$ cat config.mk
export PLATFORM = sky130hd
export DESIGN_NAME = smpte352_insert
export DESIGN_NICKNAME = d
export VERILOG_FILES = /design/src/rtl/smpte352_pkg.sv /design/src/rtl/smpte352_insert.sv /design/src/rtl/payload_merge.sv /design/src/rtl/anc_sequencer.sv /design/src/rtl/line_counter.sv /design/src/rtl/trs_detect.sv
export SDC_FILE = /design/constraint.sdc
export NUM_CORES = 1
export LEC_CHECK = 0
export ABC_AREA = 1
export BUFFER_PORTS_ARGS = -buffer_cell sky130_fd_sc_hd__buf_2
export CORE_ASPECT_RATIO = 0.5
export CORE_UTILIZATION = 40
export CTS_BUF_LIST = sky130_fd_sc_hd__clkbuf_4
export DETAILED_ROUTE_END_ITERATION = 10
export SETUP_SLACK_MARGIN = 0.1
export SYNTH_ARGS = -nofsm -noshare
export SYNTH_HDL_FRONTEND = slang
export SYNTH_HIERARCHICAL = 1
export SYNTH_SLANG_ARGS = --single-unit
export TNS_END_PERCENT = 10
$ cat constraint.sdc
create_clock -name vid_clk -period 6.3 [get_ports vid_clk]
set_input_delay 1.26 -clock vid_clk [delete_from_list [all_inputs] [get_ports vid_clk]]
set_output_delay 1.26 -clock vid_clk [all_outputs]
set_load 0.03 [all_outputs]
$ cat src/rtl/smpte352_pkg.sv
// SMPTE 352 payload ID inserter shared definitions
// Video word types, interface codes, line constants and the
// ANC sequencer state encoding

package smpte352_pkg;

  // ------------------------------------------------
  // Video word types
  // ------------------------------------------------
  // One 10-bit channel sample
  typedef logic [9:0]  vid_word_t;
  // Y in 19:10, C in 9:0
  typedef logic [19:0] vid_sample_t;
  typedef logic [10:0] line_num_t;
  // Payload identifier, byte 1 in 31:24
  typedef logic [31:0] vid_std_t;
  typedef logic [3:0]  iface_t;

  // ------------------------------------------------
  // Interface codes, low nibble of byte 1
  // ------------------------------------------------
  localparam iface_t IFACE_720_1G5  = 4'h4;
  localparam iface_t IFACE_1080_1G5 = 4'h5;
  localparam iface_t IFACE_720_3G   = 4'h8;
  localparam iface_t IFACE_1080_3G  = 4'h9;

  // ANC header words, parity already included
  localparam vid_word_t ANC_DID  = 10'h241;
  localparam vid_word_t ANC_SDID = 10'h101;
  localparam vid_word_t ANC_DC   = 10'h104;

  // Total lines per frame
  localparam line_num_t LINES_1080 = 11'd1125;
  localparam line_num_t LINES_720  = 11'd750;

  // Line loaded when V falls in field 1
  localparam line_num_t SYNC_LINE_1080I = 11'd21;
  localparam line_num_t SYNC_LINE_1080P = 11'd42;
  localparam line_num_t SYNC_LINE_720P  = 11'd26;

  // ------------------------------------------------
  // ANC sequencer states, packet words in order
  // ------------------------------------------------
  typedef enum logic [3:0] {
    ST_IDLE,
    ST_SKIP,
    ST_ADF0,
    ST_ADF1,
    ST_ADF2,
    ST_DID,
    ST_SDID,
    ST_DC,
    ST_UDW0,
    ST_UDW1,
    ST_UDW2,
    ST_UDW3,
    ST_CS
  } anc_state_t;

endpackage
$ cat src/rtl/smpte352_insert.sv
// SMPTE 352 payload ID inserter, top level
// TRS detection, line counting, packet sequencing and merge into
// a 20-bit HD-SDI stream with one enabled sample of latency

`timescale 1ns/1ps

module smpte352_insert #(
  parameter smpte352_pkg::line_num_t ANC_LINE_F1 = 11'd10,
  parameter smpte352_pkg::line_num_t ANC_LINE_F2 = 11'd572
) (
  input  logic                      vid_clk,
  input  logic                      vid_reset,
  input  logic                      vid_en,
  input  logic                      enable_anc,
  input  smpte352_pkg::vid_std_t    vid_std,
  input  smpte352_pkg::vid_sample_t vid_data,
  output logic                      vid_out_en,
  output smpte352_pkg::vid_sample_t vid_out_data,
  output smpte352_pkg::line_num_t   line
);

  logic                     eav;
  logic [2:0]               fvh;
  smpte352_pkg::anc_state_t state;

  trs_detect u_trs_detect (
    .vid_clk   (vid_clk),
    .vid_reset (vid_reset),
    .vid_en    (vid_en),
    .vid_data  (vid_data),
    .eav       (eav),
    .fvh       (fvh)
  );

  line_counter u_line_counter (
    .vid_clk   (vid_clk),
    .vid_reset (vid_reset),
    .vid_en    (vid_en),
    .eav       (eav),
    .fvh       (fvh),
    .vid_std   (vid_std),
    .line      (line)
  );

  anc_sequencer #(
    .ANC_LINE_F1 (ANC_LINE_F1),
    .ANC_LINE_F2 (ANC_LINE_F2)
  ) u_anc_sequencer (
    .vid_clk   (vid_clk),
    .vid_reset (vid_reset),
    .vid_en    (vid_en),
    .eav       (eav),
    .line      (line),
    .vid_std   (vid_std),
    .state     (state)
  );

  payload_merge u_payload_merge (
    .vid_clk      (vid_clk),
    .vid_reset    (vid_reset),
    .vid_en       (vid_en),
    .enable_anc   (enable_anc),
    .state        (state),
    .vid_std      (vid_std),
    .vid_data     (vid_data),
    .vid_out_en   (vid_out_en),
    .vid_out_data (vid_out_data)
  );

endmodule

$ cat src/rtl/payload_merge.sv
// Payload merge and output register
// Builds the ADF, header, UDW and checksum words for the current
// sequencer state and overwrites Y, plus C on 3G level A

`timescale 1ns/1ps

module payload_merge (
  input  logic                     vid_clk,
  input  logic                     vid_reset,
  input  logic                     vid_en,
  input  logic                     enable_anc,
  input  smpte352_pkg::anc_state_t state,
  input  smpte352_pkg::vid_std_t   vid_std,
  input  smpte352_pkg::vid_sample_t vid_data,
  output logic                     vid_out_en,
  output smpte352_pkg::vid_sample_t vid_out_data
);

  smpte352_pkg::iface_t    iface;
  logic                    is_3g;
  logic                    pkt_active;
  smpte352_pkg::vid_word_t udw0;
  smpte352_pkg::vid_word_t udw1;
  smpte352_pkg::vid_word_t udw2;
  smpte352_pkg::vid_word_t udw3;
  logic [8:0]              cs_sum;
  smpte352_pkg::vid_word_t pkt_word;

  // Byte with even parity in bit 8 and its inverse in bit 9
  function automatic smpte352_pkg::vid_word_t udw_word(input logic [7:0] data);
    logic par;
    par = ^data;
    return {~par, par, data};
  endfunction

  assign iface = vid_std[27:24];
  assign is_3g = (iface == smpte352_pkg::IFACE_720_3G) ||
                 (iface == smpte352_pkg::IFACE_1080_3G);

  assign udw0 = udw_word(vid_std[31:24]);
  assign udw1 = udw_word(vid_std[23:16]);
  assign udw2 = udw_word(vid_std[15:8]);
  assign udw3 = udw_word(vid_std[7:0]);

  // ------------------------------------------------
  // Checksum, 9-bit sum of DID through UDW3
  // ------------------------------------------------
  // vid_std is quasi-static, so the sum is formed directly
  assign cs_sum = smpte352_pkg::ANC_DID[8:0] + smpte352_pkg::ANC_SDID[8:0] +
                  smpte352_pkg::ANC_DC[8:0] + udw0[8:0] + udw1[8:0] +
                  udw2[8:0] + udw3[8:0];

  assign pkt_active = (state != smpte352_pkg::ST_IDLE) && (state != smpte352_pkg::ST_SKIP);

  always_comb begin
    case (state)
      smpte352_pkg::ST_ADF0: pkt_word = 10'h000;
      smpte352_pkg::ST_ADF1: pkt_word = 10'h3FF;
      smpte352_pkg::ST_ADF2: pkt_word = 10'h3FF;
      smpte352_pkg::ST_DID:  pkt_word = smpte352_pkg::ANC_DID;
      smpte352_pkg::ST_SDID: pkt_word = smpte352_pkg::ANC_SDID;
      smpte352_pkg::ST_DC:   pkt_word = smpte352_pkg::ANC_DC;
      smpte352_pkg::ST_UDW0: pkt_word = udw0;
      smpte352_pkg::ST_UDW1: pkt_word = udw1;
      smpte352_pkg::ST_UDW2: pkt_word = udw2;
      smpte352_pkg::ST_UDW3: pkt_word = udw3;
      smpte352_pkg::ST_CS:   pkt_word = {~cs_sum[8], cs_sum};
      default:               pkt_word = 10'h000;
    endcase
  end

  // ------------------------------------------------
  // Output register
  // ------------------------------------------------
  always_ff @(posedge vid_clk) begin
    if (vid_reset) begin
      vid_out_en <= 1'b0;
    end else begin
      vid_out_en <= vid_en;
    end
  end

  always_ff @(posedge vid_clk) begin
    if (vid_en) begin
      if (enable_anc && pkt_active) begin
        vid_out_data[19:10] <= pkt_word;
        // Level A repeats the packet on C
        vid_out_data[9:0]   <= is_3g ? pkt_word : vid_data[9:0];
      end else begin
        vid_out_data <= vid_data;
      end
    end
  end

  a_out_en_delay : assert property (
    @(posedge vid_clk) disable iff (vid_reset)
    $rose(vid_out_en) |-> $past(vid_en)
  );

endmodule

$ cat src/rtl/anc_sequencer.sv
// ANC packet sequencer
// Starts at each EAV, waits out the LN and CRC words, then steps
// through the eleven packet words on lines that carry the packet

`timescale 1ns/1ps

module anc_sequencer #(
  parameter smpte352_pkg::line_num_t ANC_LINE_F1 = 11'd10,
  parameter smpte352_pkg::line_num_t ANC_LINE_F2 = 11'd572
) (
  input  logic                     vid_clk,
  input  logic                     vid_reset,
  input  logic                     vid_en,
  input  logic                     eav,
  input  smpte352_pkg::line_num_t  line,
  input  smpte352_pkg::vid_std_t   vid_std,
  output smpte352_pkg::anc_state_t state
);

  smpte352_pkg::iface_t iface;
  logic                 is_1080;
  logic                 iface_ok;
  logic                 progressive;
  logic                 anc_line;
  logic [1:0]           skip_cnt;

  assign iface    = vid_std[27:24];
  assign is_1080  = (iface == smpte352_pkg::IFACE_1080_1G5) ||
                    (iface == smpte352_pkg::IFACE_1080_3G);
  assign iface_ok = is_1080 || (iface == smpte352_pkg::IFACE_720_1G5) ||
                    (iface == smpte352_pkg::IFACE_720_3G);

  // 720 carries its own progressive flag
  assign progressive = is_1080 ? vid_std[23] : vid_std[22];

  // Field 2 line only when interlaced
  assign anc_line = iface_ok &&
                    ((line == ANC_LINE_F1) || (!progressive && line == ANC_LINE_F2));

  // ------------------------------------------------
  // State register
  // ------------------------------------------------
  // The line count of the new EAV lands one sample after the pulse,
  // so the line is judged on the first skip sample
  always_ff @(posedge vid_clk) begin
    if (vid_reset) begin
      state    <= smpte352_pkg::ST_IDLE;
      skip_cnt <= 2'd0;
    end else if (vid_en) begin
      case (state)
        smpte352_pkg::ST_IDLE: begin
          if (eav) begin
            state    <= smpte352_pkg::ST_SKIP;
            skip_cnt <= 2'd0;
          end
        end
        smpte352_pkg::ST_SKIP: begin
          skip_cnt <= skip_cnt + 2'd1;
          if (skip_cnt == 2'd0 && !anc_line) begin
            state <= smpte352_pkg::ST_IDLE;
          end else if (skip_cnt == 2'd2) begin
            state <= smpte352_pkg::ST_ADF0;
          end
        end
        smpte352_pkg::ST_CS: begin
          state <= smpte352_pkg::ST_IDLE;
        end
        default: begin
          // Packet words follow each other in enum order
          state <= smpte352_pkg::anc_state_t'(state + 4'd1);
        end
      endcase
    end
  end

  a_start_on_eav : assert property (
    @(posedge vid_clk) disable iff (vid_reset)
    (vid_en && state == smpte352_pkg::ST_IDLE && !eav) |=> state == smpte352_pkg::ST_IDLE
  );

endmodule

$ cat src/rtl/line_counter.sv
// Line counter
// Follows the F and V flags of each EAV: loads the sync line at
// the start of field 1, wraps at the frame total, else increments

`timescale 1ns/1ps

module line_counter (
  input  logic                    vid_clk,
  input  logic                    vid_reset,
  input  logic                    vid_en,
  input  logic                    eav,
  input  logic [2:0]              fvh,
  input  smpte352_pkg::vid_std_t  vid_std,
  output smpte352_pkg::line_num_t line
);

  smpte352_pkg::iface_t    iface;
  smpte352_pkg::line_num_t frame_total;
  smpte352_pkg::line_num_t sync_line;
  logic                    v_prev;
  logic                    field1_start;

  assign iface = vid_std[27:24];

  // ------------------------------------------------
  // Standard decode
  // ------------------------------------------------
  always_comb begin
    if (iface == smpte352_pkg::IFACE_720_1G5 || iface == smpte352_pkg::IFACE_720_3G) begin
      frame_total = smpte352_pkg::LINES_720;
      sync_line   = smpte352_pkg::SYNC_LINE_720P;
    end else begin
      frame_total = smpte352_pkg::LINES_1080;
      // Bit 23 set for progressive transport
      sync_line   = vid_std[23] ? smpte352_pkg::SYNC_LINE_1080P :
                                  smpte352_pkg::SYNC_LINE_1080I;
    end
  end

  // V falling in field 1
  assign field1_start = !fvh[1] && v_prev && !fvh[2];

  always_ff @(posedge vid_clk) begin
    if (vid_reset) begin
      line   <= '0;
      v_prev <= 1'b0;
    end else if (vid_en && eav) begin
      v_prev <= fvh[1];
      if (field1_start) begin
        line <= sync_line;
      end else if (line >= frame_total) begin
        line <= 11'd1;
      end else begin
        line <= line + 11'd1;
      end
    end
  end

  // Holds across standard changes too
  a_line_range : assert property (
    @(posedge vid_clk) disable iff (vid_reset)
    line <= smpte352_pkg::LINES_1080
  );

endmodule

$ cat src/rtl/trs_detect.sv
// TRS detector
// Watches the Y channel for 3FF 000 000 XYZ and flags every EAV,
// capturing the F, V and H bits of its XYZ word

`timescale 1ns/1ps

module trs_detect (
  input  logic                      vid_clk,
  input  logic                      vid_reset,
  input  logic                      vid_en,
  input  smpte352_pkg::vid_sample_t vid_data,
  output logic                      eav,
  output logic [2:0]                fvh
);

  smpte352_pkg::vid_word_t y_word;
  // 0 idle, 1 after 3FF, 2 after 3FF 000, 3 after 3FF 000 000
  logic [1:0] run_cnt;
  logic       xyz_eav;

  assign y_word = vid_data[19:10];

  // XYZ word of an EAV has H set
  assign xyz_eav = (run_cnt == 2'd3) && y_word[6];

  always_ff @(posedge vid_clk) begin
    if (vid_reset) begin
      run_cnt <= 2'd0;
    end else if (vid_en) begin
      if (y_word == 10'h3FF) begin
        run_cnt <= 2'd1;
      end else if (y_word == 10'h000 && (run_cnt == 2'd1 || run_cnt == 2'd2)) begin
        run_cnt <= run_cnt + 2'd1;
      end else begin
        run_cnt <= 2'd0;
      end
    end
  end

  // ------------------------------------------------
  // EAV strobe and flags
  // ------------------------------------------------
  always_ff @(posedge vid_clk) begin
    if (vid_reset) begin
      eav <= 1'b0;
      fvh <= 3'b000;
    end else if (vid_en) begin
      eav <= xyz_eav;
      if (xyz_eav) begin
        // F, V, H
        fvh <= y_word[8:6];
      end
    end
  end

  // A TRS takes four samples, so two EAVs can never be back to back
  a_eav_single : assert property (
    @(posedge vid_clk) disable iff (vid_reset)
    (vid_en && eav) |=> !eav
  );

endmodule

==> reports/metrics.sh <==
SYNTHESIS.AREA_PER_INSTANCE_UM2=6.68
TRITONCTS.NUM_BUFFERS=5
FIRST_GLOBAL_VIAS=4043
DETAILROUTE.WIRELENGTH.MET3_UM=475
ROUTED-VIA-COUNT=4455
STATUS='finished clean'
GRT_OVERFLOW_TOTAL=0
CLOCK_POWER_SHARE_PCT=13.1
CTS_SETUP_BUFFERS=0
FINALWIRELENGTH_UM=12400
YS_WARN_COUNT=6
CORE_REGION_AREA_MM2=0.0111
MAX_STAGE_DELAY_PS=470
WORST-ENDPOINT-REQUIRED_PS=6450
FINAL_MIN_PERIOD_OVER_CLOCK_PERIOD_PCT=66.0
POWER_DENSITY_mW_PER_MM2=268
CTS_RESIZED=0
WORSTMARGINPINSLEW_PS=945
ROUTEDLENGTHMET1_UM=6210
INITIAL_UTILIZATION_PCT=41.3
GRT_USAGE_PCT=21.2
CTS_MAX_LEVEL=2
FIN_CELLS=921
MAX_SLEW_MARGIN_PCT=36.8
FIRSTDRTPASSITERS=5
POWER.IR.VDD_WORST_V=0.000121
CTS_NUM_SINKS=44
TOTAL_AREA_OF_MULTI_INPUT_COMBINATIONAL_CELLS_MM2=0.00301
CP_MAX_STAGE_CELL='fa_1'
SYN2LAYOUT_AREA_GROWTH_PCT=14.7
CTS-ROOT-TO-SINK-BUFFERS=2
FINAL_UTIL_PCT=47.4
DRIVE_ABOVE_1_SHARE_PCT=23.1
CLOCK-SKEW-FINAL_PS=10.2
SLEW_VIOLATIONS=0
ROWS=27
FILLERINSTANCES=1170
WORST_SKEW_PAIR.LATE_LATENCY_PS=370
TIMING.FINAL.SETUP_VIOLATIONS=0
ENDPOINT_KIND='flop'
CELLINTERNALPOWER_W=0.000715
FINAL.MIN_CLOCK_PERIOD_PS=4160
SYN_NETS=783
COMB_POWER_SHARE_PCT=58.6
CTS_HOLD_BUF=0
CLOCK_TRANSITION_AT_THE_REGISTERS_OF_THE_REPORTED_PATHS_PS=140
CP_CELL_SEQUENCE='buf_2, inv_1, ha_1, inv_1, fa_1, fa_1, ha_1, fa_1, inv_1, nor3_1, nor2_1, inv_1, nand2_1, nand2_2, inv_1, nand3_2, nand3_1, nand3_1, nand2_1, inv_1'
WL_PER_CELL_UM=13.4
DETAILEDPLACEMENTHPWL_UM=10000
FLOORPLAN.DIE_AREA_MM2=0.0119
GRT_START_MAX_NET_PINS=30
CRIT_PATH_MAX_FANOUT=4
PLACE.PORT_BUFFERS=87
SYN-CELL-AREA_MM2=0.00458
FMAX_GHz=0.241
DRT_DRC_VIOLATIONS_LEFT=0
CAP_VIOL_MAX_COUNT=0
TIMING.CRITICAL_PATH.FROM_TYPE='input port'
TRITONCTS='built'
NET_SWITCHING_FRACTION_OF_THE_POWER_PCT=49.2
POWER.LEAKAGE_nW=2.73
DETAILEDROUTE.FIRSTITERATIONVIOLATIONS=235
CLOCK-ROOT-BUFFER='clkbuf_4'
VIAS_PER_CELL=4.84
DETAIL_ROUTE_MET2_WL_UM=5590
ANTENNA_VIOLATING_NETS_POST_ROUTE=0
SETUP_REPAIR_AFTER_GLOBAL_ROUTING_MISSED_ITS_MARGIN='no'
CP_TOP_FAMILY='adder cells'
SEQCELLAREA_MM2=0.00108
INITIAL_ANTENNA_VIOLATION_COUNT=0
ANTENNA-DIODE-COUNT=0
DIE_H_UM=77.7
GLOBALPLACE.CONGESTION=0.891
WORSTPATHARRIVAL_PS=4310
GRT_FIRST_PASS_WIRELENGTH_UM=20100
SEQUENTIALPOWERSHARE_PCT=28.4
CRITICAL_PATH_CLASS='input port to flop'
DIE_X_UM=153
SYN-INSTANCE-COUNT=686
POWER_W=0.00141
NET-SWITCHING-POWER_W=0.000693
COUNT_OF_ENDPOINTS_FAILING_HOLD_IN_THE_FINAL_TIMING_REPORT=0
WORSTPATHBUFFERINVERTERCOUNT=7
IOPINCOUNT=88
CP_COMMON_CELL='inv_1'
HOLDCRITPATHCLASS='flop to flop'
PLACE.DETAILED.INSTANCES=913
HIGHEST-SIGNAL-LAYER='met4'
LAYOUT.NETS=872
SETUP-TNS-FINAL_PS=0
==> sequential cells by signal (all words and copies together) (netlist names) <==
register,flops
u_payload_merge/vid_out_data,20
u_line_counter/line,11
u_anc_sequencer/state,4
u_anc_sequencer/skip_cnt,2
u_trs_detect/fvh,2
u_trs_detect/run_cnt,2
u_line_counter/v_prev,1
u_payload_merge/vid_out_en,1
u_trs_detect/eav,1
==> cell type report <==
class	count	area share, %
clock buffers	6	0.858
clock inverters	2	0.667
inverters	121	8.65
multi-input cells	515	57.4
flip-flops and latches	44	20.6
well taps	145	3.45
repair buffers	88	8.43
==> path summary, 6_finish.rpt <==
kind | from | to | slack, ps | cells past startpoint
worst max-delay path | vid_std[2] | u_payload_merge/vid_out_data[9] | 2140 | 20
worst min-delay path | u_trs_detect/fvh[2] | u_trs_detect/fvh[2] | 450 | 2
worst max register to register | u_anc_sequencer/state[2] | u_payload_merge/vid_out_data[0] | 3960 | 4
worst min register to register | u_trs_detect/fvh[2] | u_trs_detect/fvh[2] | 450 | 2
==> power groups by stage <==
stage | Sequential [W] | Combinational (W) | Clock (W)
3_3_place_gp | 0.000404 | 0.000812 | 0
5_1_grt | 0.000405 | 0.000917 | 0.000202
3_5_place_dp | 0.000405 | 0.000810 | 0
4_1_cts | 0.000398 | 0.000815 | 0.000193
6_report | 0.000399 | 0.000825 | 0.000184
2_1_floorplan | 0.000435 | 0.000567 | 0
==> worst min-delay path, cell delays in order, from the launching register on <==
cell	delay [ps]
dfxtp_1	330
inv_1	50
a21oi_1	50
==> per-stage QoR <==
stage	instance area [um2]	hold slack [ps]	setup slack, ps
2_1_floorplan	4580	423	2140
3_3_place_gp	5170	439	1790
3_5_place_dp	5170	440	1750
4_1_cts	5250	459	2180
5_1_grt	5250	488	1930
6_report	5250	455	2140
==> routing by layer <==
layer | vias up | track usage (%)
li1 | 2337 | -
met1 | 2017 | 29.9
met2 | 91 | 35.2
met3 | 10 | 2.23
met4 | 0 | 4.00
met5 | - | 0
==> placed cells by master, fill, tap and decap left out, types with 3 or more instances in the layout <==
cell type,count
a21oi_2,4
xnor2_1,6
o21ai_1,4
inv_1,97
a221oi_1,5
edfxtp_1,20
dfxtp_1,24
clkbuf_4,6
or2_2,3
nor2_2,9
o2111ai_1,3
nand3_1,30
o22ai_1,8
fa_1,16
inv_2,24
nor3_1,7
nand2_1,243
nand2_2,20
nor2_1,42
buf_2,87
ha_1,25
xor2_1,10
a21oi_1,24
o21ai_0,17
nand3_2,6
Note: power is estimated with default switching activity, not from simulation.
